$ cat src/verilog/cpuPkg.sv
package cpuPkg;

    // ==============================
    // Datapath types
    // ==============================
    typedef logic [63:0] dataWord;   // Register, ALU and memory value, also the PC
    typedef logic [31:0] instrWord;  // One fetched instruction
    typedef logic [4:0]  regAddr;    // Register number
    typedef logic [1:0]  aluControl; // ALU operation select
    typedef logic [3:0]  flagSet;    // {negative, zero, overflow, carry}

    localparam regAddr  zeroReg = 5'd31; // Reads zero, writes dropped
    localparam dataWord pcStep  = 64'd4; // Fetch increment

    // Bit positions inside flagSet
    localparam int flagN = 3;
    localparam int flagZ = 2;
    localparam int flagV = 1;
    localparam int flagC = 0;

    // ALU operations
    localparam aluControl aluAdd = 2'b00;
    localparam aluControl aluSub = 2'b01;
    localparam aluControl aluAnd = 2'b10;
    localparam aluControl aluOr  = 2'b11;

    // ==============================
    // Opcodes, instr[31:21]
    // ==============================
    // Short opcodes are padded with zeros where immediate bits sit
    localparam logic [10:0] opAddi  = 11'b10010001000; // Compare [10:1]
    localparam logic [10:0] opAdds  = 11'b10101011000;
    localparam logic [10:0] opSubs  = 11'b11101011000;
    localparam logic [10:0] opAnd   = 11'b10001010000;
    localparam logic [10:0] opOrr   = 11'b10101010000;
    localparam logic [10:0] opLdur  = 11'b11111000010;
    localparam logic [10:0] opStur  = 11'b11111000000;
    localparam logic [10:0] opB     = 11'b00010100000; // Compare [10:5]
    localparam logic [10:0] opBCond = 11'b01010100000; // Compare [10:3]

endpackage

$ cat src/verilog/controlUnit.sv
`timescale 1ns/1ns
module controlUnit (
    input  logic [10:0]       opcode,
    output logic              reg2Loc,       // 1 reads Rm, 0 reads Rd as second operand
    output logic              aluSrc,        // 1 picks the immediate for operand B
    output logic              zeroExt,       // 1 zero-extends imm12, 0 sign-extends dAddr9
    output cpuPkg::aluControl aluOp,
    output logic              setFlags,
    output logic              memRead,
    output logic              memWrite,
    output logic              memToReg,
    output logic              regWrite,
    output logic              uncondBranch,
    output logic              condBranch,
    output logic              checkLessThan  // Condition field picks LT over EQ
);
    import cpuPkg::*;

    always_comb begin
        reg2Loc       = 1'b1;
        aluSrc        = 1'b0;
        zeroExt       = 1'b0;
        aluOp         = aluAdd;
        setFlags      = 1'b0;
        memRead       = 1'b0;
        memWrite      = 1'b0;
        memToReg      = 1'b0;
        regWrite      = 1'b0;
        uncondBranch  = 1'b0;
        condBranch    = 1'b0;
        checkLessThan = 1'b0;
        if (opcode[10:1] == opAddi[10:1]) begin // imm12 overlaps bit 21
            aluSrc   = 1'b1;
            zeroExt  = 1'b1;
            regWrite = 1'b1;
        end else if (opcode == opAdds || opcode == opSubs) begin
            aluOp    = (opcode == opSubs) ? aluSub : aluAdd;
            setFlags = 1'b1;
            regWrite = 1'b1;
        end else if (opcode == opAnd || opcode == opOrr) begin
            aluOp    = (opcode == opOrr) ? aluOr : aluAnd;
            regWrite = 1'b1;
        end else if (opcode == opLdur) begin
            aluSrc   = 1'b1;                    // Base plus dAddr9
            memRead  = 1'b1;
            memToReg = 1'b1;
            regWrite = 1'b1;
        end else if (opcode == opStur) begin
            reg2Loc  = 1'b0;                    // Store data comes from Rt
            aluSrc   = 1'b1;
            memWrite = 1'b1;
        end else if (opcode[10:5] == opB[10:5]) begin
            uncondBranch = 1'b1;
        end else if (opcode[10:3] == opBCond[10:3]) begin
            condBranch    = 1'b1;
            checkLessThan = 1'b1;               // Qualified by the cond field
        end
    end

endmodule

$ cat config.mk
export PLATFORM = sky130hd
export DESIGN_NAME = controlUnit
export DESIGN_NICKNAME = d
export VERILOG_FILES = /design/src/verilog/cpuPkg.sv /design/src/verilog/controlUnit.sv
export SDC_FILE = /design/constraint.sdc
export NUM_CORES = 1
export LEC_CHECK = 0
export BUFFER_PORTS_ARGS = -buffer_cell sky130_fd_sc_hd__clkbuf_2
export CAP_MARGIN = 20
export CORE_AREA = 2 2 39 41
export DETAILED_ROUTE_END_ITERATION = 12
export DIE_AREA = 0 0 41 43
export PLACE_DENSITY = 0.5
export SLEW_MARGIN = 20
export SYNTH_ARGS = -nofsm -noshare
export SYNTH_HDL_FRONTEND = slang
export SYNTH_SLANG_ARGS = --single-unit
$ cat constraint.sdc
create_clock -name vclk -period 0.9
set_clock_uncertainty 0.05 [all_clocks]
set_input_delay 0.045 -clock vclk [all_inputs]
set_output_delay 0.045 -clock vclk [all_outputs]
set_load 0.05 [all_outputs]
## After elaboration in Yosys (flattened, before gate mapping)

Cells that the tools add are included.

| cells by class | value |
|---|---|
| shift-type cells | 0 |
| multiplexer cells | 42 |
| order comparisons | 0 |
| multipliers | 0 |
| divide/modulo/power cells | 0 |
| reductions and logical operators | 2 |
| equality and inequality tests | 9 |
| bitwise gates (word level) | 0 |
| add/sub/neg operators | 0 |

Operators with widths:

| kind | number |
|---|---|
| == test 11 bit (second input constant) | 6 |
| two-way mux 1 bit | 39 |
| == test 10 bit (second input constant) | 1 |
| == test 8 x 7 -> 1 bit (second input constant) | 1 |
| == test 6 x 3 -> 1 bit (second input constant) | 1 |
| two-way mux 2 bit | 3 |
| logical OR 1 bit | 2 |

| storage, ports and cells | value |
|---|---|
| latch bits | 0 |
| output and inout port bits | 13 |
| flip-flop bits (word level) | 0 |
| bits in writable memories | 0 |
| memories | 0 |
| bits in read-only memories | 0 |
| input port bits | 11 |
| logic and storage cells | 53 |

## Longest topological paths before layout

| logic depth | value |
|---|---|
| depth in word-level cells | 8 |
| mapped depth | 4 |

## Worst setup path before layout

No wires, ideal clock.

| timing | value |
|---|---|
| path kind | input -> output |
| start point | input opcode[6] |
| end point | output condBranch |
| cell stages on the path | 4 |
| path buffers | 1 |
| arrival | 2416 ps |
| path slack | -1611 ps |
| cells stage by stage | nor2_1 nand4b_1 nor4b_1 buf_4 |

| between the ends | value |
|---|---|
| word-level cells in the longest chain between the ends | 8 |

Ends and longest elaborated chain:

| what | line | source |
|---|---|---|
| from (decl) | controlUnit.sv:3 | `input logic [10:0] opcode,` |
| == test 8 x 7 -> 1 bit | controlUnit.sv:54 | `end else if (opcode[10:3] == opBCond[10:3]) begin` |
| two-way mux 1 bit (6 in a row) | -- |  |
| two-way mux 1 bit (*) | -- |  |
| to (decl) | controlUnit.sv:14 | `output logic condBranch,` |

Mark *: on every way between the ends. The rest lies on a longest branch, timed or not.

## Worst setup path in the final report

| timing | value |
|---|---|
| start point | input opcode[0] |
| end point | output aluOp[0] |

| between the ends | value |
|---|---|
| word-level cells in the longest chain between the ends | 5 |

Ends and longest elaborated chain:

| what | line | source |
|---|---|---|
| == test 11 bit, on equally long branches | controlUnit.sv:40, controlUnit.sv:41 |  |
| two-way mux 1 bit or logical OR 1 bit (tied branches) | controlUnit.sv:41, controlUnit.sv:40 |  |
| two-way mux 2 bit | controlUnit.sv:40 | `end else if (opcode == opAnd \|\| opcode == opOrr) begin` |
| two-way mux 2 bit (*) | controlUnit.sv:36 | `end else if (opcode == opAdds \|\| opcode == opSubs) begin` |
| two-way mux 2 bit (*) | controlUnit.sv:32 | `if (opcode[10:1] == opAddi[10:1]) begin` |
| to (decl) | controlUnit.sv:7 | `output cpuPkg::aluControl aluOp,` |

Marked as above.

==> results by group <==
GRT
  • Initial antenna violation count: 0
  • Grt total ovfl: 0
  • First-pass GRT wire length: 1.559 mm
  • Largest net degree at the start of global routing: 6
  • Total GRT Usage: 12.19%
  • Vias in the first global route: 373

Setup path
  • Slowest cell on crit path: and4bb_1
  • Crit end category: output port
  • Critical Path AT: 1.05 ns
  • Startpoint class of the critical path: input port
  • Worst Path Max Fanout: 3
  • Setup CP Type: input port to output port
  • Worst path max stage delay: 0.31 ns
  • Required time of the critical path: 0.81 ns
  • Cell-by-cell trace of the critical path: buf_6 > and4bb_1 > nand4b_1 > inv_2 > a22o_4 > clkbuf_16

Detailed routing
  • Routed wire per std cell: 12.00 microns
  • Iteration-0 DRC Markers: 2
  • First-pass DRT Iterations: 2
  • Vias: 373
  • Antenna-violating nets left: 0
  • Drt via density: 4.549
  • # DRC: 0
  • Drt total wl: 984 microns

Die
  • Row count: 14
  • Die Height: 43 microns
  • # IOs: 24
  • Die width: 41 microns
  • Core Area: 1384 sq um
  • Initial Utilization: 13.47%
  • Die area: 1763 sq um

Power and ir drop
  • Pwr dens: 202.7 nW/um^2
  • Leak Pwr: 0.3493 nW
  • Worst vdd ir: 89.55 uV
  • Power Total: 149.6 uW

Finish
  • Seq Cell Count: 0
  • Inserted Diodes: 0
  • Share of cells above drive strength 1: 83.33%
  • Final net count: 79
  • # clk buffers: 0
  • # fillers: 129
  • Synth-to-layout area growth: 296.0%
  • Util after Layout: 53.35%
  • Flip-flop and latch area: 0 sq um

Logic synthesis
  • Avg Inst Size Synth: 6.658 sq um
  • Cells after Synth: 28
  • Commonest cells in the netlist: nor2_1, inv_1
  • Count leader, synth: nor2_1
  • Yosys warns: 0
  • Yosys cell types: 16
  • Syn Nets: 39
  • Sequential share of the synthesized area: 0%
  • Largest area contributor in the netlist: and4bb_1
  • Synth area leaders: and4bb_1, nand4b_1, buf_4
  • Yosys top cell area share: 13.42%
  • Synthesized area: 186.4 sq um

Flow run
  • Max-cap violations: 0

Timing
  • Max Slew Vio Count: 0
  • Final setup margin: -0.2467 ns
  • Worst slew margin: 83.36%
  • Final Critical Period: 1.147 ns
  • Setup violations, final: 12
  • Crit share post-route: 127.4%
  • Slew @ Worst Pin: 0.2485 ns
  • RSZ-0062 raised after global routing: yes
  • Max Clk Rate: 872.1 MHz
  • Final Hold Viols: 0

Placement
  • RePlAce Congestion: 0.8420
  • Post-DP HPWL: 711.2 microns
  • Input/output buffers: 24

Worst hold path
  • Min-Delay Path Class: input port to output port

Outcome
  • Status: finished, violations left
  • Failing checks: negative setup slack

Clock network
  • CTS Hold Bufs: 0
layer usage:
layer / part of all wire [%] / GRT usage (%) / vias to the layer above
met1: 40 / 15.19 / 168
met4: 2.0 / 0 / 0
met3: 4.9 / 0 / 2
met2: 53 / 23.13 / 19
li1: - / - / 184
met5: 0 / 0 / -
layout by cell type (no fill, tap or decap), types with 2 or more instances in the layout:
cell	synthesis	layout
buf_6	0	3
buf_4	2	16
nand2_4	0	2
clkbuf_16	0	3
nor2_4	0	3
nand4b_1	2	2
buf_8	0	6
clkbuf_8	0	7
nand3_2	0	2
nand4_1	2	2
and4bb_1	2	2
clkbuf_2	0	5
worst paths after layout:
check                     start       endpoint  slack [ns]  cells after the start
worst max-delay path  opcode[0]       aluOp[0]       -0.25                      6
worst min-delay path  opcode[4]  checkLessThan        0.37                      3
metrics by stage:
stage	TNS (ns)	setup WS [ns]	cells	instance area [sq um]	hold WS [ns]
after floorplan	-1.648	-0.4840	28	289.0	0.09882
after global placement	-3.489	-0.3547	78	496.7	0.4685
after detailed placement	-3.449	-0.3485	78	496.7	0.4780
after CTS	-2.129	-0.2314	80	690.7	0.3735
after global routing	-2.837	-0.3024	82	738.2	0.3803
final	-2.151	-0.2467	82	738.2	0.3730
report_power, final:
part / switching (mW) / internal [mW] / leakage [nW]
clock: 0 / 0 / 0
combinational: 0.0612 / 0.0884 / 0.349
sequential: 0 / 0 / 0
total: 0.0612 / 0.0884 / 0.349
worst max-delay path: cells and delay by family:
| family | cells | cell delay [ns] |
|---|---|---|
| AOI/OAI and AO/OA | 1 | 0.13 |
| buffers and inverters | 3 | 0.35 |
| and+or+nand+nor | 2 | 0.51 |
area by class of cell:
class	count	area, sq um	share of cell area (%)
tap	16	20.02	2.712
timing repair buffer	40	440.4	59.66
multi-input combinational	23	262.8	35.59
inverter	3	15.01	2.034
logic make-up after synthesis:
group,after synthesis,share of synthesized area [%]
AO/OA/AOI/OAI,2,9.398
buffers and inverters,5,14.09
AND/OR/NAND/NOR,21,76.51
what timing repair did:
| action | CTS | global route |
|---|---|---|
| buffers inserted | 2 | 2 |
| pin swaps | 11 | 6 |
| resized for setup | 35 | 12 |
| endpoints found under the setup margin | 13 | 13 |
(Power assumes the default switching activity.)
