## config.mk

```make
export PLATFORM = sky130hd
export DESIGN_NAME = branchUnit
export DESIGN_NICKNAME = d
export VERILOG_FILES = /design/src/verilog/cpuPkg.sv /design/src/verilog/branchUnit.sv
export SDC_FILE = /design/constraint.sdc
export NUM_CORES = 1
export LEC_CHECK = 0
export ABC_AREA = 1
export BUFFER_PORTS_ARGS = -buffer_cell sky130_fd_sc_hd__buf_2
export CAP_MARGIN = 20
export CORE_MARGIN = 2
export CORE_UTILIZATION = 45
export DETAILED_ROUTE_END_ITERATION = 8
export HOLD_SLACK_MARGIN = 0.08
export PLACE_DENSITY = 0.68
export SKIP_CTS_REPAIR_TIMING = 1
export SLEW_MARGIN = 20
export SYNTH_ARGS = -nofsm -noshare
export SYNTH_HDL_FRONTEND = slang
export SYNTH_SLANG_ARGS = --single-unit
export TNS_END_PERCENT = 10
```

## constraint.sdc

```tcl
create_clock -name clk -period 2.97 [get_ports clk]
set_input_delay 0.1485 -clock clk [delete_from_list [all_inputs] [get_ports clk]]
set_output_delay 0.1485 -clock clk [all_outputs]
set_load 0.01 [all_outputs]
```

## src/verilog/cpuPkg.sv

```systemverilog
package cpuPkg;

    // ==============================
    // Datapath types
    // ==============================
    typedef logic [63:0] dataWord;   // Register, ALU and memory value, also the PC
    typedef logic [31:0] instrWord;  // One fetched instruction
    typedef logic [4:0]  regAddr;    // Register number
    typedef logic [1:0]  aluControl; // ALU operation select
    typedef logic [3:0]  flagSet;    // {negative, zero, overflow, carry}

    localparam regAddr  zeroReg = 5'd31; // Reads zero, writes dropped
    localparam dataWord pcStep  = 64'd4; // Fetch increment

    // Bit positions inside flagSet
    localparam int flagN = 3;
    localparam int flagZ = 2;
    localparam int flagV = 1;
    localparam int flagC = 0;

    // ALU operations
    localparam aluControl aluAdd = 2'b00;
    localparam aluControl aluSub = 2'b01;
    localparam aluControl aluAnd = 2'b10;
    localparam aluControl aluOr  = 2'b11;

    // ==============================
    // Opcodes, instr[31:21]
    // ==============================
    // Short opcodes are padded with zeros where immediate bits sit
    localparam logic [10:0] opAddi  = 11'b10010001000; // Compare [10:1]
    localparam logic [10:0] opAdds  = 11'b10101011000;
    localparam logic [10:0] opSubs  = 11'b11101011000;
    localparam logic [10:0] opAnd   = 11'b10001010000;
    localparam logic [10:0] opOrr   = 11'b10101010000;
    localparam logic [10:0] opLdur  = 11'b11111000010;
    localparam logic [10:0] opStur  = 11'b11111000000;
    localparam logic [10:0] opB     = 11'b00010100000; // Compare [10:5]
    localparam logic [10:0] opBCond = 11'b01010100000; // Compare [10:3]

endpackage

```

## src/verilog/branchUnit.sv

```systemverilog
`timescale 1ns/1ns
module branchUnit (
    input  logic            clk,
    input  logic            reset,
    input  cpuPkg::dataWord memPc,        // PC of the instruction in MEM
    input  logic [25:0]     brAddr26,
    input  logic [18:0]     condAddr19,
    input  logic            uncondBranch,
    input  logic            condBranch,
    input  logic            checkLessThan,
    input  logic            setFlags,
    input  cpuPkg::flagSet  aluFlags,     // Flags carried in EX/MEM
    output cpuPkg::dataWord pc
);
    import cpuPkg::*;

    flagSet  flagReg;
    logic    condMet;
    logic    taken;
    dataWord offset;
    dataWord nextPc;

    // Flag register, written at the end of the MEM cycle
    always_ff @(posedge clk) begin
        if (reset) begin
            flagReg <= '0;
        end else if (setFlags) begin
            flagReg <= aluFlags;
        end
    end

    // LT is N xor V
    assign condMet = checkLessThan ? (flagReg[flagN] ^ flagReg[flagV]) : flagReg[flagZ];
    assign taken   = uncondBranch || (condBranch && condMet);

    // Word offset, scaled to bytes
    assign offset = uncondBranch ? {{36{brAddr26[25]}}, brAddr26, 2'b00}
                                 : {{43{condAddr19[18]}}, condAddr19, 2'b00};
    assign nextPc = taken ? (memPc + offset) : (pc + pcStep);

    always_ff @(posedge clk) begin
        if (reset) begin
            pc <= '0;
        end else begin
            pc <= nextPc;
        end
    end

endmodule

```

Word level (Yosys, flattened, before mapping)
Index checks and enable logic that the tools add are counted.
W data, S select, Z words.
{"block": "classes", "n_mux": 3, "bitwise_logic": 1, "n_addsub": 2, "n_reduce_logical": 2}
{"operator": "$mux W64", "n": 2}
{"operator": "$add A64 B3 Y64 const B", "n": 1}
{"operator": "$add A64 B64 Y64", "n": 1}
{"operator": "$logic_and A1 B1 Y1", "n": 1}
{"operator": "$logic_or A1 B1 Y1", "n": 1}
{"operator": "$mux W1", "n": 1}
{"operator": "$xor A1 B1 Y1", "n": 1}
{"block": "word_totals", "elab_cells": 10, "in_bits": 119, "reg_bits": 68}

Depth between registers and ports, before layout
Gate-level depths: netlist (run 1).
{"block": "logic_depth", "depth_word": 5, "ltp_mapped": 21, "depth_no_buf": 18}

Worst setup path before layout (run 1)
OpenSTA, ideal clock, no wires.
{"block": "synth_path", "path_type": "input to register", "start": "input uncondBranch", "end": "register pc[60]", "path_stages": 16, "required_ns": 2.836, "setup_ns": 0.134, "slack_ns": 0.118, "path_buffers": 1, "t_arrival_ns": 2.718, "cell_sequence": "buf_2 -> inv_1 -> nand2_1 -> nand2_1 -> ha_1 -> nand2_1 -> nor2_1 -> inv_1 -> nor2_1 -> nand2_1 -> nor3_1 -> nand2_1 -> nand2_1 -> nand2_1 -> nand3_1 -> a21oi_1"}
{"block": "synth_between", "elab_chain_cells": 3, "elab_cells_between_ends": 4, "cone_classes": "add/sub (1); mux (2); reduce/logical (1)"}
{"element": "start: declaration", "line": "branchUnit.sv:8", "rtl": "input logic uncondBranch,"}
{"element": "$mux W64", "line": "branchUnit.sv:37", "rtl": "assign offset = uncondBranch ? {{36{brAddr26[25]}}, brAddr26, 2'b00}"}
{"element": "$add A64 B64 Y64", "line": "branchUnit.sv:39", "rtl": "assign nextPc = taken ? (memPc + offset) : (pc + pcStep);"}
{"element": "$mux W64 (*)", "line": "branchUnit.sv:39"}
{"element": "end signal: assignment", "line": "branchUnit.sv:45", "rtl": "pc <= nextPc;"}
{"element": "end: declaration", "line": "branchUnit.sv:13", "rtl": "output cpuPkg::dataWord pc"}
Every way passes the cells marked *; elsewhere a longest branch is shown, timed or not.
A chain may end at the register's enable or synchronous reset.

Worst setup path after layout (run 1)
{"block": "layout_path", "start": "input uncondBranch", "end": "register pc[63]"}
The elaborated chain is that of the path after synthesis.

==> results of run 1 <==
-- cell type report --
| cell class | count | area [sq um] | share of cell area [%] |
|---|---|---|---|
| multi-input cells | 1522 | 7400 | 63.0 |
| flip-flops and latches | 67 | 1340 | 11.4 |
| inverters | 341 | 1280 | 10.9 |
| repair buffers | 195 | 1030 | 8.80 |
| well taps | 280 | 350 | 2.98 |
| clock buffers | 9 | 225 | 1.92 |
| clock inverters | 7 | 108 | 0.916 |
-- worst min-delay path by stage --
stage,startpoint,end,cells past startpoint
3_3_place_gp,memPc[1],pc[1],3
4_1_cts,memPc[1],pc[1],3
3_5_place_dp,memPc[1],pc[1],3
5_1_grt,aluFlags[2],flagReg[2],3
6_report,aluFlags[2],flagReg[2],3
2_1_floorplan,memPc[0],pc[0],2
-- metal layers --
| metal | up-vias | wire length, um | track usage (%) |
|---|---|---|---|
| met5 | - | 0 | 0 |
| li1 | 6417 | - | - |
| met2 | 450 | 16300 | 49.7 |
| met4 | 0 | 1090 | 9.12 |
| met1 | 5476 | 17500 | 45.6 |
| met3 | 47 | 2750 | 2.23 |
-- flip-flops by register name (all words and copies together) (netlist names) --
| register | flops |
|---|---|
| pc | 64 |
| flagReg | 3 |
-- power by group through the flow --
stage | registers, mW | clock network (mW) | logic [mW]
floorplan | 1.19 | 0 | 1.31
global placement | 1.20 | 0 | 2.00
detailed placement | 1.20 | 0 | 2.02
CTS | 1.18 | 1.23 | 2.04
global route | 1.20 | 1.26 | 2.32
finish | 1.19 | 1.22 | 2.07
-- kinds of logic (layout without fill, tap and decap cells) --
logic type / after synthesis / count (layout) / synth area share, %
fa+ha+maj: 63 / 63 / 7.85
xor+xnor: 45 / 45 / 3.89
compound gates: 157 / 157 / 8.41
simple gates: 1257 / 1257 / 52.9
flops: 67 / 67 / 13.2
buf+inv: 366 / 552 / 13.7
-- cell usage in the layout, fill, tap and decap left out, drive strengths merged --
cell type and n:
or2 21, nor4 5, nand3b 8, a211oi 1
bufinv 2, o211a 1, a21oi 106, nand2 786
a21o 3, inv 344, nor3 45, o21ai 35
nand4 24, a311oi 1, o211ai 1, o21bai 9
clkinvlp 1, ha 62, clkinv 1, fa 1
dlygate4sd3 4, xnor2 17, nand3 148, and2 4
nor2 215, dfxtp 67, xor2 28, buf 191
and3 1, clkbuf 9
-- stage by stage --
stage / cells / total power [mW] / hold WS, ps / cell area (sq um)
floorplan: 1955 / 2.51 / 283 / 10100
global placement: 2401 / 3.20 / 370 / 11400
detailed placement: 2401 / 3.22 / 382 / 11400
CTS: 2417 / 4.44 / 30.1 / 11700
global route: 2421 / 4.78 / 104 / 11700
finish: 2421 / 4.48 / 45.0 / 11700
-- tightest hold or removal path, cell delays in order --
cell    delay [ps]
buf_2           80
nor2_1          30
nor2_1          80
==> results_dict.tcl, run 1 <==
set metrics [dict create \
    status "finished with violations" \
    violations "design-rule violations" \
    synthToLayoutAreaGrowth_pct 15.9 \
    gp_congestion 0.978 \
    cp_num_buf_inv 4 \
    die_x_um 154 \
    hpwl_um 32000 \
    drive_gt1_share_pct 13.0 \
    r2r_slack_ps 690 \
    rr_endpoint "pc[60]" \
    syn_nets 2137 \
    rows 54 \
    switchingPower_mw 2.00 \
    io_pins 183 \
    cts_tree "done" \
    synth_top_area_share_pct 28.8 \
    max_stage_delay_ps 440 \
    synth_top_cell_by_area "nand2_1" \
    p_leak_nw 6.64 \
    switching_share_pct 44.6 \
    crit_path_start_kind "input pin" \
    pwr-share-seq_pct 26.5 \
    antenna_found_initial 0 \
    synth_edf_count 0 \
    netlist_area_sq_mm 0.0101 \
    io_buffers 181 \
    synth_common_cells "nand2_1, inv_1, nor2_1" \
    fin_util_pct 53.5 \
    cellPowerDensity_mw_per_mm2 381 \
    maxClockFrequency_ghz 0.410 \
    wire_per_inst_um 15.6 \
    synth.area.top_cells "nand2_1, dfxtp_1, inv_1" \
    grt_max_degree 66 \
    setup_tns_ps 0 \
    route.detailed.drc 1 \
    grt_pass1_vias 11000 \
    critPathLaunch "uncondBranch" \
    cts_buffer_depth 2 \
    cts_max_level 3 \
    ys_seq_elements 67 \
    path_cells "buf_2 -> buf_4 -> nand2_1 -> nand2_1 -> buf_12 -> ha_1 -> nand2_1 -> inv_1 -> nand2_1 -> nor2_1 -> nand2_1 -> nor4_1 -> nand2_1 -> nand2_1 -> nand2_1 -> nand3_1 -> a21oi_2" \
    drv_cap 0 \
    dr.pass1.iters 8 \
    die_h_um 154 \
    cp.depth 17 \
    crit_family "simple AND/OR/NAND/NOR gates" \
    vias 12400 \
    path_max_fanout 37 \
    dieArea_sq_mm 0.0237 \
    clock-root-buffer "clkbuf_16" \
    wirelength_um 37700 \
    syn_area_per_cell_sq_um 5.18 \
    antennaDiodeCount 0 \
    setup_violations 0 \
    arrival_ps 2640 \
    pwr-share-clk_pct 27.2 \
    synth.most_common_cell "nand2_1" \
    worstReg2RegStart "pc[2]" \
    synthDistinctLibCells 45 \
    initial_core_util_pct 46.1 \
    crit_path_end "pc[63]" \
    tightest_slew_ps 813 \
    maxSlewViolCount 0 \
    fin_crit_sh_pct 82.1 \
    pre_cts_slack_ps 232 \
    ys.flop_type "dfxtp_1" \
    cts_buffers 9 \
    core_area_sq_mm 0.0220 \
    cp-end-kind "register" \
    clk_pin_slew_ps 60 \
    relSlewSlack_pct 45.8 \
    fin_crit_ps 2440 \
    timing.final.ws_setup_ps 531 \
    clock_latency_ps 340 \
    drtIter0Drc 957 \
    finalClockSkew_ps 8.70 \
    grt_usage_pct 31.4 \
    ys_warn_count 0 \
    synthCells 1955 \
    grt_pass1_wl_um 58500 \
    vias_per_cell 5.12 \
    final_nets 2318 \
    cp.required_ps 3170 \
    final_antenna_net_count 0 \
    slowest_stage "ha_1" \
    synth-seq-area-share_pct 13.2 \
    finalHoldViolations 0 \
    grt_setup_unrepaired "no" \
    grt-ovfl-total 0 \
    cts_sinks 67 \
    fillers 2482 \
    rr_worst_depth 11 \
    path_class "in2reg" \
    cp_common_cell "nand2_1" \
    internal_power_mw 2.48 \
    pwr-share-comb_pct 46.3 \
    min_path_type "in2reg" \
    async_flop_share_pct 0 \
    worst_ir_drop_vdd_mv 0.314 \
]
No activity file was read; power rests on OpenSTA's default activity.
==> run 2, diff against run 1 <==
--- a/config.mk
+++ b/config.mk
@@ -12,7 +12,7 @@
 export CORE_UTILIZATION = 45
 export DETAILED_ROUTE_END_ITERATION = 8
 export HOLD_SLACK_MARGIN = 0.08
-export PLACE_DENSITY = 0.68
+export PLACE_DENSITY = 0.66
 export SKIP_CTS_REPAIR_TIMING = 1
 export SLEW_MARGIN = 20
 export SYNTH_ARGS = -nofsm -noshare
==> constraint.sdc (replaced) <==
create_clock -name clk -period 2.35 [get_ports clk]
set_input_delay 0.1175 -clock clk [delete_from_list [all_inputs] [get_ports clk]]
set_output_delay 0.1175 -clock clk [all_outputs]
set_load 0.01 [all_outputs]
==> run 2 against run 1 <==
  * Power increased by 36%
  * The flow now finishes without violations
  * Via count increased by 5.3%
  * Largest power group unchanged
  * Register-to-register slack got worse by 510 ps
==> results_dict.tcl, run 2 (synthesis gave the netlist of run 1 again) <==
set metrics [dict create \
    rows 54 \
    largest_reg_flops 64 \
    path_cells "buf_2 -> inv_1 -> buf_4 -> nand2_1 -> nand2_1 -> ha_1 -> nand2_1 -> inv_1 -> nand2_1 -> nand2_1 -> nand2_1 -> nand3_1 -> nand2_1 -> nand2_1 -> nand2_1 -> nand3_1 -> nand2_1 -> nand3_1 -> a21oi_1" \
    stdcell_count 2581 \
    cts_sinks 67 \
    cp_common_cell "nand2_1" \
    dieArea_sq_mm 0.0237 \
    drv_cap 0 \
    cp.required_ps 2630 \
    cp_num_buf_inv 4 \
    grt_max_degree 66 \
    core_area_sq_mm 0.0220 \
    finalHoldViolations 0 \
    cellPowerDensity_mw_per_mm2 468 \
    mostFrequentLayoutCells "nand2_1, inv_1, nor2_1" \
    drive_gt1_share_pct 20.1 \
    setup_tns_ps 0 \
    antenna_found_initial 0 \
    grt-ovfl-total 0 \
    final_antenna_net_count 0 \
    antennaDiodeCount 0 \
    clk_pin_slew_ps 70 \
    maxClockFrequency_ghz 0.444 \
    crit_family "simple AND/OR/NAND/NOR gates" \
    hpwl_um 35000 \
    fin_area_sq_mm 0.0131 \
    io_buffers 181 \
    path_class "in2reg" \
    grt_pass1_wl_um 63600 \
    cp-end-kind "register" \
    cts_tree "done" \
    clock-root-buffer "clkbuf_16" \
    cts_buffer_depth 2 \
    setup_violations 0 \
    top_regs "pc (64), flagReg (3)" \
    die_h_um 154 \
    final_nets 2478 \
    die_x_um 154 \
    relSlewSlack_pct 55.6 \
    slowest_stage "ha_1" \
    hold_ws_ps 52.3 \
    gp_congestion 0.991 \
    vias_per_cell 5.06 \
    p_leak_nw 7.43 \
    clock_latency_ps 350 \
    dr.pass1.iters 8 \
    crit_path_start_kind "input pin" \
    initial_core_util_pct 46.1 \
    wirelength_um 41000 \
    wire_per_inst_um 15.9 \
    placed_cells 2560 \
    io_pins 183 \
    synthToLayoutAreaGrowth_pct 28.8 \
    max_stage_delay_ps 270 \
    route.detailed.drc 0 \
    path_max_fanout 15 \
    fillers 2315 \
    min_path_type "in2reg" \
    fin_crit_ps 2250 \
    regMostFlops "pc" \
    grt_usage_pct 34.3 \
    worst_ir_drop_vdd_mv 0.287 \
    vias 13100 \
    grt_setup_unrepaired "yes" \
    total_power_mw 6.10 \
    grt_pass1_vias 12000 \
    finalClockSkew_ps 9.41 \
    drtIter0Drc 984 \
    status "finished clean" \
    final_common_cell "nand2_1" \
    tightest_slew_ps 666 \
    fin_crit_sh_pct 95.8 \
    cts_buffers 9 \
    arrival_ps 2530 \
    cts_max_level 3 \
    maxSlewViolCount 0 \
    place_area_sq_mm 0.0126 \
]
## run 2: cell count changes in the layout (fill, tap and decap cells not counted), sizes merged
cell         previous run  this run
dlygate4sd3             4         5
bufinv                  2         1
clkinvlp                1         2
buf                   191       350
## run 2: worst paths after layout
check / startpoint / to / slack, ps / cells after the start
min reg2reg: pc[0] / pc[0] / 520 / 2
max reg2reg: pc[3] / pc[60] / 180 / 11
max: uncondBranch / pc[51] / 100 / 19
min: setFlags / flagReg[3] / 50 / 3
## run 2: power by group
| part | internal, mW | switching [mW] | total (mW) | leakage [nW] |
|---|---|---|---|---|
| logic | 1.26 | 1.86 | 3.12 | 6.73 |
| registers | 1.28 | 0.222 | 1.50 | 0.556 |
| clock network | 0.842 | 0.636 | 1.48 | 0.145 |
## run 2: stage by stage
step	util (%)	setup WS (ps)
5_1_grt	59.4	-44.2
3_5_place_dp	57.5	-297
2_1_floorplan	-	51.4
3_3_place_gp	57.5	-248
6_report	59.4	99.1
4_1_cts	58.9	61.1
## run 2: area by class of cell
class	instances	area [sq um]	area share, %
Clock buffer	9	225	1.73
Timing Repair Buffer	355	2290	17.5
Sequential cell	67	1340	10.3
Clock inverter	7	82.6	0.633
Multi-Input combinational cell	1522	7480	57.3
Tap cell	280	350	2.68
Inverter	341	1280	9.82
## run 2: metal layers
metal,GRT usage [%],wire [um],share of wire [%],vias to the layer above
met5,0,0,0,-
met4,12.7,1570,3.8,0
met3,4.28,3690,9.0,75
met2,53.4,17200,42,542
met1,48.4,18600,45,5703
li1,-,-,-,6731
## run 2: worst min-delay path, stage by stage
cell     delay [ps]
buf_2           110
o21ai_0          70
nor2_1           70
