[config.mk]
export PLATFORM = sky130hd
export DESIGN_NAME = forwardingUnit
export DESIGN_NICKNAME = d
export VERILOG_FILES = /design/src/verilog/cpuPkg.sv /design/src/verilog/forwardingUnit.sv
export SDC_FILE = /design/constraint.sdc
export NUM_CORES = 1
export LEC_CHECK = 0
export ABC_AREA = 1
export BUFFER_PORTS_ARGS = -buffer_cell sky130_fd_sc_hd__buf_2
export CAP_MARGIN = 20
export CORE_AREA = 2 2 39 41
export DETAILED_ROUTE_END_ITERATION = 10
export DIE_AREA = 0 0 41 43
export PLACE_DENSITY = 0.7
export SLEW_MARGIN = 10
export SYNTH_ARGS = -nofsm -noshare
export SYNTH_HDL_FRONTEND = slang
export SYNTH_SLANG_ARGS = --single-unit
[constraint.sdc]
create_clock -name vclk -period 0.8
set_input_delay 0.12 -clock vclk [all_inputs]
set_output_delay 0.12 -clock vclk [all_outputs]
set_load 0.02 [all_outputs]
[src/verilog/cpuPkg.sv]
package cpuPkg;

    // ==============================
    // Datapath types
    // ==============================
    typedef logic [63:0] dataWord;   // Register, ALU and memory value, also the PC
    typedef logic [31:0] instrWord;  // One fetched instruction
    typedef logic [4:0]  regAddr;    // Register number
    typedef logic [1:0]  aluControl; // ALU operation select
    typedef logic [3:0]  flagSet;    // {negative, zero, overflow, carry}

    localparam regAddr  zeroReg = 5'd31; // Reads zero, writes dropped
    localparam dataWord pcStep  = 64'd4; // Fetch increment

    // Bit positions inside flagSet
    localparam int flagN = 3;
    localparam int flagZ = 2;
    localparam int flagV = 1;
    localparam int flagC = 0;

    // ALU operations
    localparam aluControl aluAdd = 2'b00;
    localparam aluControl aluSub = 2'b01;
    localparam aluControl aluAnd = 2'b10;
    localparam aluControl aluOr  = 2'b11;

    // ==============================
    // Opcodes, instr[31:21]
    // ==============================
    // Short opcodes are padded with zeros where immediate bits sit
    localparam logic [10:0] opAddi  = 11'b10010001000; // Compare [10:1]
    localparam logic [10:0] opAdds  = 11'b10101011000;
    localparam logic [10:0] opSubs  = 11'b11101011000;
    localparam logic [10:0] opAnd   = 11'b10001010000;
    localparam logic [10:0] opOrr   = 11'b10101010000;
    localparam logic [10:0] opLdur  = 11'b11111000010;
    localparam logic [10:0] opStur  = 11'b11111000000;
    localparam logic [10:0] opB     = 11'b00010100000; // Compare [10:5]
    localparam logic [10:0] opBCond = 11'b01010100000; // Compare [10:3]

endpackage

[src/verilog/forwardingUnit.sv]
`timescale 1ns/1ns
module forwardingUnit (
    input  cpuPkg::regAddr srcA,        // Rn in EX
    input  cpuPkg::regAddr srcB,        // Second read register in EX
    input  cpuPkg::regAddr memDest,
    input  logic           memRegWrite,
    input  cpuPkg::regAddr wbDest,
    input  logic           wbRegWrite,
    output logic [1:0]     forwardA,
    output logic [1:0]     forwardB
);
    import cpuPkg::*;

    // 00 register, 01 writeback value, 10 EX/MEM ALU result
    function automatic logic [1:0] pickSource(regAddr src);
        if (src == zeroReg) return 2'b00;
        if (memRegWrite && memDest == src) return 2'b10; // Newest wins
        if (wbRegWrite && wbDest == src) return 2'b01;
        return 2'b00;
    endfunction

    always_comb begin
        forwardA = pickSource(srcA);
        forwardB = pickSource(srcB);
    end

endmodule

Yosys cells after proc, flatten, opt, wreduce, memory -nomap -nowiden
Cells that the tools add are included.
{"block": "op_classes", "eq_ne": 6, "n_reduce_logical": 4, "n_lt_le_gt_ge": 0, "muxes": 24, "shift": 0, "bitwise": 0, "add_sub_neg": 0, "n_mul": 0, "div_mod_pow": 0}
{"op": "$mux 2", "n": 12}
{"op": "$eq 5x5->1", "n": 4}
{"op": "$mux 1", "n": 12}
{"op": "$eq 5x5->1 const B", "n": 2}
{"op": "$logic_and 1x1->1", "n": 4}
{"block": "totals", "elab_cells": 34, "mem_bits_ro": 0, "latchBits": 0, "memories": 0, "ramBits": 0, "output_inout_bits": 4, "ff_bits": 0, "inputBits": 22}

Logic depth before layout (Yosys ltp)
Gate-level depths: netlist (run 1).
{"block": "depth", "word_depth": 9, "ltp_mapped": 7, "ltp_nobuf": 7}

Worst setup path before layout (run 1)
No wires, ideal clock.
{"block": "synth_path", "path_type": "input -> output", "startpoint": "input port srcB[0]", "endpoint": "output port forwardB[0]", "n_path_buf": 0, "arrival_ns": 0.744, "setup_slack_ns": -0.064, "path_stages": 7, "required_time_ns": 0.680, "path_cell_list": "inv_1 > nand2_1 > nand2_1 > nor2_1 > nand2_1 > nor2_2 > nor2_1"}
{"block": "synth_via", "elab_chain_len": 8, "elab_cells_between_ends": 16, "classes_between": "3 x eq/ne; 11 x mux; 2 x reduce/logical"}
{"element": "start: declaration", "line": "forwardingUnit.sv:4", "rtl": "input cpuPkg::regAddr srcB,"}
{"element": "$eq 5x5->1", "line": "forwardingUnit.sv:18", "rtl": "if (wbRegWrite && wbDest == src) return 2'b01;"}
{"element": "$logic_and 1x1->1", "line": "forwardingUnit.sv:18"}
{"element": "$mux 1 (2 in a row)", "line": "forwardingUnit.sv:18"}
{"element": "$mux 1", "line": "forwardingUnit.sv:17", "rtl": "if (memRegWrite && memDest == src) return 2'b10;"}
{"element": "$mux 2", "line": "forwardingUnit.sv:19", "rtl": "return 2'b00;"}
{"element": "$mux 2", "line": "forwardingUnit.sv:18"}
{"element": "$mux 2 (*)", "line": "forwardingUnit.sv:17"}
{"element": "end: declaration", "line": "forwardingUnit.sv:10", "rtl": "output logic [1:0] forwardB"}
Every way passes the cells marked *; elsewhere a longest branch is shown, timed or not. The select of a mux whose other input is x is not followed.

Worst setup path in the final report (run 1)
{"block": "layout_path", "startpoint": "input port srcB[4]", "endpoint": "output port forwardB[0]"}
Same word-level chain as after synthesis.

==> results.md, run 1 <==
* Status: finished with violations
* Failing checks: setup timing
* # diodes at 0
* Peak VDD IR at 0.215 mV
* Max-cap violations at 0
* Row count at 14
* Synth Area in Adders at 0
* Hold WS at between 0.6 and 0.7 ns
* Synth area leaders: nand2_1 44%, inv_1 14%, nor2_1 14%, nand3_1 7.3%, nor3_2 4.9%
* Cell count after synthesis at 99
* Multi-input logic area at 353 um2
* Synthesized area per cell at 4.13 um2
* Initial antenna violation count at 0
* Total GRT Usage at 0.147
* Wire per inst at approximately 9.0 um
* Post-Synthesis Cell Area at 409 um2
* First drt pass iteration count at 4
* Top cell type's share of synthesized area at 0.440
* Slew Viols, Final at 0
* Fillers at 157
* CP dominant cell by count: nor2_2
* Worst path slowest cell: nor2_2
* Most frequent cells after synthesis: 48 x nand2_1, 15 x inv_1, 15 x nor2_1, 6 x nand3_1
* Nets at about 150
* Initial core utilization at 0.296
* Grt total ovfl at 0
* Net switching power at 0.000163 W
* CP max stage delay at around 0.12 ns
* Max_slew headroom at 0.888
* Global placer's final weighted congestion at 0.759
* Vias in the first global route at 547
* Peak Freq at ~1100 MHz
* CP Launch Type: input port
* Setup TNS at -0.499 ns
* Most numerous cell in the Yosys netlist: nand2_1
* Post-Synth Simple-Gate Area at 0.777
* Clock share of power at 0
* Share of layout cells above drive strength 1 at 0.416
* Post-synthesis compound-gate area fraction at 0.0489
* Chip Width at just over 40 um
* Final HPWL DP at 1060 um
* Static Leak at 0.417 nW
* Sequential share of power at 0
* Synth area leader: nand2_1
* Mux contribution to synthesized area at 0
* Synth warn at 0
* Slew of the pin with the lowest slew margin at roughly 0.17 ns
* Dpl cell area at 564 um2
* Syn_nets at between 100 and 150
* Required @ worst endpoint at 0.68 ns
* Netlist cell types at 9
* Final worst slack at -0.142 ns
* Core Area at roughly 1400 um2
* Final Setup Violations at 4
* Hold_buf cts at 0
* Crit. End Element: output port
* Die area at 1760 um2
* Largest family of logic cells by synthesized area: simple AND/OR/NAND/NOR gates
* Sw frac at 0.492
* First-pass GRT wire length at roughly 2000 um
* Sequential cell count at 0
* Register area at 0 um2
* Final Hold Viols at 0
* IO buf count at 26
* Layout clock buffers at 0
* Internal power at 0.000168 W
* Worst EP arrival at 0.82 ns
* Tcrit/Tclk final at 1.18
* Cell Chain, Critical Path: buf_6, inv_2, nand2_1, nand2_1, nor2_2, nand2_2, nor2_2, nor2_2, buf_6
* Setup Fix Bufs, Post-CTS at 0
* Post-Route WL at 1260 um
* Boundary pin count at 26
* Critical Path Fanout Max at 4
* RSZ-0062 raised after global routing: true
* Fin crit period at 0.942 ns
* Synth Area in XOR/XNOR at 0
* DR iter-0 viols at 7
* Critical path class: input port to output port
* HP Class: input port to output port
* Design area at 714 um2
* Cell Pwr Density at around 460 nW/um2
* Routed vias/inst at 4.59
* Routed via count at 647
* Antenna Nets Post-Route at 0
* Largest net degree at the start of global routing at 6
* Setup WS pre-CTS at -0.200 ns
* Comb pwr share at 1.000
* Synth-to-layout area growth at 74.6%
* Die Y at 43 um
* DRC Markers at 0
* Sequential share of the synthesized area at 0
final cells by class:
cell class                 instances  share of cell area
multi-input combinational         80               0.494
timing repair buffer              26               0.375
inverter                          19               0.103
tap                               16              0.0280
power groups by stage:
stage	clock (W)	combinational, W	sequential, W
after global placement	0	0.000246	0
final	0	0.000331	0
after detailed placement	0	0.000250	0
after floorplan	0	0.000139	0
after CTS	0	0.000319	0
after global routing	0	0.000368	0
kinds of logic after synthesis:
family / count (synthesis)
AND/OR/NAND/NOR: 76
buffers and inverters: 19
AO/OA/AOI/OAI: 4
critical path, delay by kind of cell:
family | cells | cell delay [ns]
simple gates | 6 | 0.47
buf+inv | 3 | 0.23
per-stage QoR:
stage	util	instances	power, W
6_report	0.516	141	0.000331
5_1_grt	0.516	141	0.000368
4_1_cts	0.499	141	0.000319
3_5_place_dp	0.408	141	0.000250
3_3_place_gp	0.408	141	0.000246
2_1_floorplan	-	99	0.000139
worst paths after layout:
kind          end  startpoint  cells after the start  slack [ns]
max   forwardB[0]     srcB[4]                      9       -0.14
min   forwardB[1]  memDest[2]                      5        0.68
timing repair:
| item | CTS | global route |
|---|---|---|
| cloned | 0 | 0 |
| resized for setup | 42 | 8 |
| pin swaps | 26 | 6 |
| setup endpoints to repair | 4 | 4 |
cell usage in the layout (no fill, tap or decap), drive strengths merged:
master and n:
nand3 6, nand2 48, o21ai 4, nand4 2, nor3 2, nor2 18
inv 19, buf 26
layer usage:
| layer | vias up | GRT usage | part of all wire |
|---|---|---|---|
| li1 | 347 | - | - |
| met1 | 274 | 0.184 | 0.45 |
| met2 | 26 | 0.275 | 0.48 |
| met3 | 0 | 0.00524 | 0.067 |
| met4 | 0 | 0 | 0 |
| met5 | - | 0 | 0 |
Note: power is estimated with default switching activity, not from simulation.
==> inputs of run 2 (changes only) <==
--- a/config.mk
+++ b/config.mk
@@ -6,12 +6,13 @@
 export NUM_CORES = 1
 export LEC_CHECK = 0
 export ABC_AREA = 1
-export BUFFER_PORTS_ARGS = -buffer_cell sky130_fd_sc_hd__buf_2
+export BUFFER_PORTS_ARGS = -buffer_cell sky130_fd_sc_hd__clkbuf_2
 export CAP_MARGIN = 20
 export CORE_AREA = 2 2 39 41
 export DETAILED_ROUTE_END_ITERATION = 10
 export DIE_AREA = 0 0 41 43
-export PLACE_DENSITY = 0.7
+export PLACE_DENSITY = 0.71
+export SETUP_SLACK_MARGIN = 0.5
 export SLEW_MARGIN = 10
 export SYNTH_ARGS = -nofsm -noshare
 export SYNTH_HDL_FRONTEND = slang
==> run 2 against run 1 <==
Effect of this change:
- the flow still finishes with violations (setup timing)
- hold slack improved by 0.051 ns
- worst setup slack got worse by 0.13 ns
- maximum frequency decreased by 12%
- combinational power increased by 19%
- total power increased by 19%
- largest cell class unchanged
- final cell count increased by 0.71%
- via count increased by 1.9%
==> results.md, run 2 (synthesis results as in run 1) <==
* Wire per inst at 9.92 um
* Peak Freq at 934 MHz
* # diodes at 0
* Final Setup Violations at 4
* First drt pass iteration count at 4
* Cell Chain, Critical Path: clkbuf_16, inv_8, nand2_2, nand4_1, nor3_4, clkbuf_8
* Hold depth at 6
* Internal power at 0.000190 W
* Comb pwr share at 1.000
* Tcrit/Tclk final at 1.34
* Final Util at 0.608
* Antenna Nets Post-Route at 0
* Fin crit period at 1.07 ns
* Core Area at ~1400 um2
* Register area at 0 um2
* Design area at 842 um2
* Placed Cells incl. Taps at 142
* Synth-to-layout area growth at 106%
* Largest net degree at the start of global routing at 6
* Final worst slack at -0.271 ns
* Critical Path Fanout Max at 3
* Routed vias/inst at between 4 and 5
* Dpl cell area at 639 um2
* Static Leak at 0.445 nW
* Routed via count at roughly 660
* Fillers at 133
* Critical path class: input port to output port
* Max-cap violations at 0
* Net switching power at 0.000205 W
* Sequential cell count at 0
* HP Class: input port to output port
* IO buf count at 26
* Setup TNS at -0.967 ns
* Failing checks: setup timing
* Grt total ovfl at 0
* Vias in the first global route at 550
* Status: finished with violations
* Post-Route WL at 1410 um
* Required @ worst endpoint at 0.68 ns
* Crit path buf inv count at 3
* Clock share of power at 0
* DR iter-0 viols at 11
* Nets at 150
* Total GRT Usage at 0.161
* First-pass GRT wire length at 2060 um
* Worst EP arrival at 0.95 ns
* Worst path depth at 6
* Initial core utilization at 0.296
* Worst path slowest cell: nor3_4
* Sw frac at 0.519
* Cell Pwr Density at 469 nW/um2
* Slew Viols, Final at 0
* Peak VDD IR at 0.230 mV
* Die area at 1760 um2
* CP endpoint: forwardA[1]
* Final HPWL DP at ~1100 um
* Crit path launch: memDest[2]
* Crit. End Element: output port
* Global placer's final weighted congestion at 0.821
* DRC Markers at 0
* Commonest non-fill, non-tap cells in the layout: 39 x nand2_1, 9 x nand2_2, 9 x nor2_1, 9 x clkbuf_2, 7 x inv_2
* CP Launch Type: input port
* Total Power at 0.000395 W
* Fin cells at about 140
* Final Hold Viols at 0
* RSZ-0062 raised after global routing: true
* Row count at 14
* Leading cell type in the layout, fill and taps excluded: nand2_1
* Initial antenna violation count at 0
* Layout clock buffers at 0
* CP max stage delay at roughly 0.25 ns
* Boundary pin count at 26
* Slew of the pin with the lowest slew margin at 0.254 ns
* Die Y at 43 um
* Max_slew headroom at 0.830
* Sequential share of power at 0
* Crit path max-delay family: simple AND/OR/NAND/NOR gates
* Share of layout cells above drive strength 1 at 0.500
* Chip Width at 41 um
## run 2: changes by cell type in the layout (fill, tap and decap cells not counted), moves of 3 or more
cell and change:
nor2_1 -3, clkbuf_8 +6, inv_8 +4, clkbuf_2 +9
buf_8 +4, inv_2 -7, buf_2 -4, nand2_2 +6
nor2_4 +4, inv_4 +3, buf_6 -18, nand2_1 -6
## run 2: final cells by class
| type | instances | area [um2] | share of cell area |
|---|---|---|---|
| multi-input combinational | 80 | 413 | 0.490 |
| tap | 16 | 20.0 | 0.0238 |
| timing repair buffer | 27 | 298 | 0.354 |
| inverter | 19 | 111 | 0.132 |
## run 2: worst min-delay path by stage
stage                startpoint     endpoint  slack, ns
CTS                 memRegWrite  forwardA[1]       0.71
global route         wbRegWrite  forwardA[0]       0.75
finish               wbRegWrite  forwardA[0]       0.73
global placement    memRegWrite  forwardB[1]       0.72
floorplan           memRegWrite  forwardB[1]       0.47
detailed placement  memRegWrite  forwardB[1]       0.72
## run 2: per-layer routing
metal  GRT usage  share of wire  vias up
li1            -              -      353
met1       0.206           0.41      284
met2       0.300           0.53       20
met3           0          0.045        2
met4           0          0.015        0
met5           0              0        -
## run 2: through the flow
step | setup WS [ns] | hold slack (ns)
detailed placement | -0.329 | 0.715
global placement | -0.309 | 0.715
global route | -0.308 | 0.753
CTS | -0.260 | 0.714
floorplan | 0.0342 | 0.469
finish | -0.271 | 0.728
## run 2: repair_timing
action,CTS,global route
gates resized for setup,29,22
setup buffers,0,0
pin swaps,9,12
hold buffers,0,0
setup endpoints to repair,4,4
## run 2: worst min-delay path, delay by kind of cell
| kind | cells | cell delay [ns] |
|---|---|---|
| AO/OA/AOI/OAI | 1 | 0.07 |
| buffers and inverters | 2 | 0.23 |
| AND/OR/NAND/NOR | 3 | 0.19 |
## run 2: power groups by stage
stage	registers [W]	clock network, W	logic (W)
final	0	0	0.000395
after global routing	0	0	0.000432
after CTS	0	0	0.000364
after detailed placement	0	0	0.000293
after global placement	0	0	0.000289
after floorplan	0	0	0.000164
==> inputs of run 3 (changes only) <==
--- a/config.mk
+++ b/config.mk
@@ -6,12 +6,12 @@
 export NUM_CORES = 1
 export LEC_CHECK = 0
 export ABC_AREA = 1
-export BUFFER_PORTS_ARGS = -buffer_cell sky130_fd_sc_hd__clkbuf_2
 export CAP_MARGIN = 20
 export CORE_AREA = 2 2 39 41
 export DETAILED_ROUTE_END_ITERATION = 10
 export DIE_AREA = 0 0 41 43
-export PLACE_DENSITY = 0.71
+export DONT_BUFFER_PORTS = 1
+export PLACE_DENSITY = 0.57
 export SETUP_SLACK_MARGIN = 0.5
 export SLEW_MARGIN = 10
 export SYNTH_ARGS = -nofsm -noshare
==> constraint.sdc (replaced) <==
create_clock -name vclk -period 0.91
set_input_delay 0.1365 -clock vclk [all_inputs]
set_output_delay 0.1365 -clock vclk [all_outputs]
set_load 0.02 [all_outputs]
==> run 3 against run 2 <==
Effect of this change:
- the flow now finishes without violations
- via count decreased by 13%
- count of clock-buffer cells in the layout unchanged
- sequential share of layout area unchanged
- non-clock buffer count fell by 26
- final area is 28% lower
- die area unchanged
- critical path depth unchanged
- wire length down 11%
- total power is 47% lower
- core utilization decreased by 17 points
- largest power group unchanged
- highest routed layer is now met3
==> results.md, run 3 (synthesis results as in run 1) <==
* Status: finished clean
* Critical path class: input port to output port
* Worst EP arrival at 0.73 ns
* Crit. End Element: output port
* Final Hold Viols at 0
* DRC Markers at 0
* Multi-input logic area at 439 um2
* Routed vias/inst at 4.95
* Post-Route WL at 1250 um
* Design area at 603 um2
* # diodes at 0
* Grt total ovfl at 0
* Core Area at roughly 1400 um2
* Leading cell type in the layout, fill and taps excluded: nand2_1
* Largest net degree at the start of global routing at 6
* Die Y at 43 um
* Slew of the pin with the lowest slew margin at 0.267 ns
* Commonest non-fill, non-tap cells in the layout: 33 x nand2_1, 15 x nand2_2, 8 x nor2_1
* CP Launch Type: input port
* Tcrit/Tclk final at 0.950
* Final HPWL DP at 1040 um
* Crit path launch: memDest[3]
* IO buf count at 0
* Worst path slowest cell: nor3_4
* Wire per inst at roughly 11 um
* Die area at 1760 um2
* CP dominant cell by count: nand2_1
* Initial antenna violation count at 0
* Nets at 124
* Worst path depth at 6
* Total GRT Usage at 0.152
* Vias in the first global route at around 540
* Required @ worst endpoint at 0.77 ns
* RSZ-0062 raised after global routing: true
* Chip Width at 41 um
* Crit path max-delay family: simple AND/OR/NAND/NOR gates
* Cell Chain, Critical Path: inv_6, nand2_1, nand2_1, nor2_2, nand2_2, nor3_4
* Cell Pwr Density at around 350 nW/um2
* Peak VDD IR at ~0.13 mV
* Crit path buf inv count at 1
* Final worst slack at about 0.046 ns
* Share of layout cells above drive strength 1 at 0.490
* Layout clock buffers at 0
* Dpl cell area at 502 um2
* Static Leak at 0.286 nW
* Register area at 0 um2
* Max-cap violations at 0
* Antenna Nets Post-Route at 0
* Peak Freq at between 1000 and 1500 MHz
* HP Class: input port to output port
* Max_slew headroom at 0.822
* Synth-to-layout area growth at 47.4%
* Sequential cell count at 0
* Setup WS pre-CTS at ~0.037 ns
* Slew Viols, Final at 0
* First drt pass iteration count at 4
* Hold_buf cts at 0
* Critical Path Fanout Max at 3
* First-pass GRT wire length at 1990 um
* Fin crit period at 0.864 ns
* Routed via count at about 570
* CP max stage delay at between 0.2 and 0.25 ns
* Fillers at 166
* CP endpoint: forwardB[1]
* Global placer's final weighted congestion at 0.850
* Boundary pin count at 26
* Row count at 14
* Final Setup Violations at 0
* DR iter-0 viols at 1
* Initial core utilization at 0.296
## run 3: layer usage
layer	up-vias	share of wire	global-route usage
li1	301	-	-
met1	258	0.37	0.162
met2	15	0.55	0.294
met3	0	0.087	0.0366
met4	0	0	0
met5	-	0	0
## run 3: repair_timing
| action | CTS | global route |
|---|---|---|
| pin swaps | 8 | 18 |
| gates resized for setup | 19 | 20 |
| setup buffers | 1 | 0 |
| setup endpoints to repair | 4 | 4 |
| endpoints found under the hold margin | 0 | 0 |
## run 3: cell type report
class,instances,area share
inverters,19,0.226
repair buffers,1,0.0124
well taps,16,0.0332
multi-input cells,80,0.728
## run 3: power by group
group	internal (W)	switching [W]
clock	0	0
combinational	0.0000922	0.000117
sequential	0	0
## run 3: per-stage QoR
step                      instances   util  power (W)  TNS [ns]  hold WS, ns
after global routing            116  0.436   0.000235  -0.00431        0.539
after floorplan                  99      -   0.000144         0        0.502
final                           116  0.436   0.000209         0        0.512
after CTS                       116  0.399   0.000186         0        0.534
after global placement          115  0.363   0.000164         0        0.523
after detailed placement        115  0.363   0.000166         0        0.527
## run 3: worst min path at each step
| stage | start | end | slack [ns] | depth (start not counted) |
|---|---|---|---|---|
| after floorplan | memRegWrite | forwardB[1] | 0.50 | 4 |
| after global placement | memRegWrite | forwardB[1] | 0.52 | 4 |
| after detailed placement | memRegWrite | forwardB[1] | 0.53 | 4 |
| after CTS | memDest[3] | forwardB[1] | 0.53 | 3 |
| after global routing | wbRegWrite | forwardA[0] | 0.54 | 4 |
| final | wbRegWrite | forwardA[0] | 0.51 | 4 |
## run 3: tightest hold or removal path, stage by stage
cell and delay, ns:
o21ai_0 0.05, nor2_1 0.05, nand3_2 0.08, nor2_4 0.05
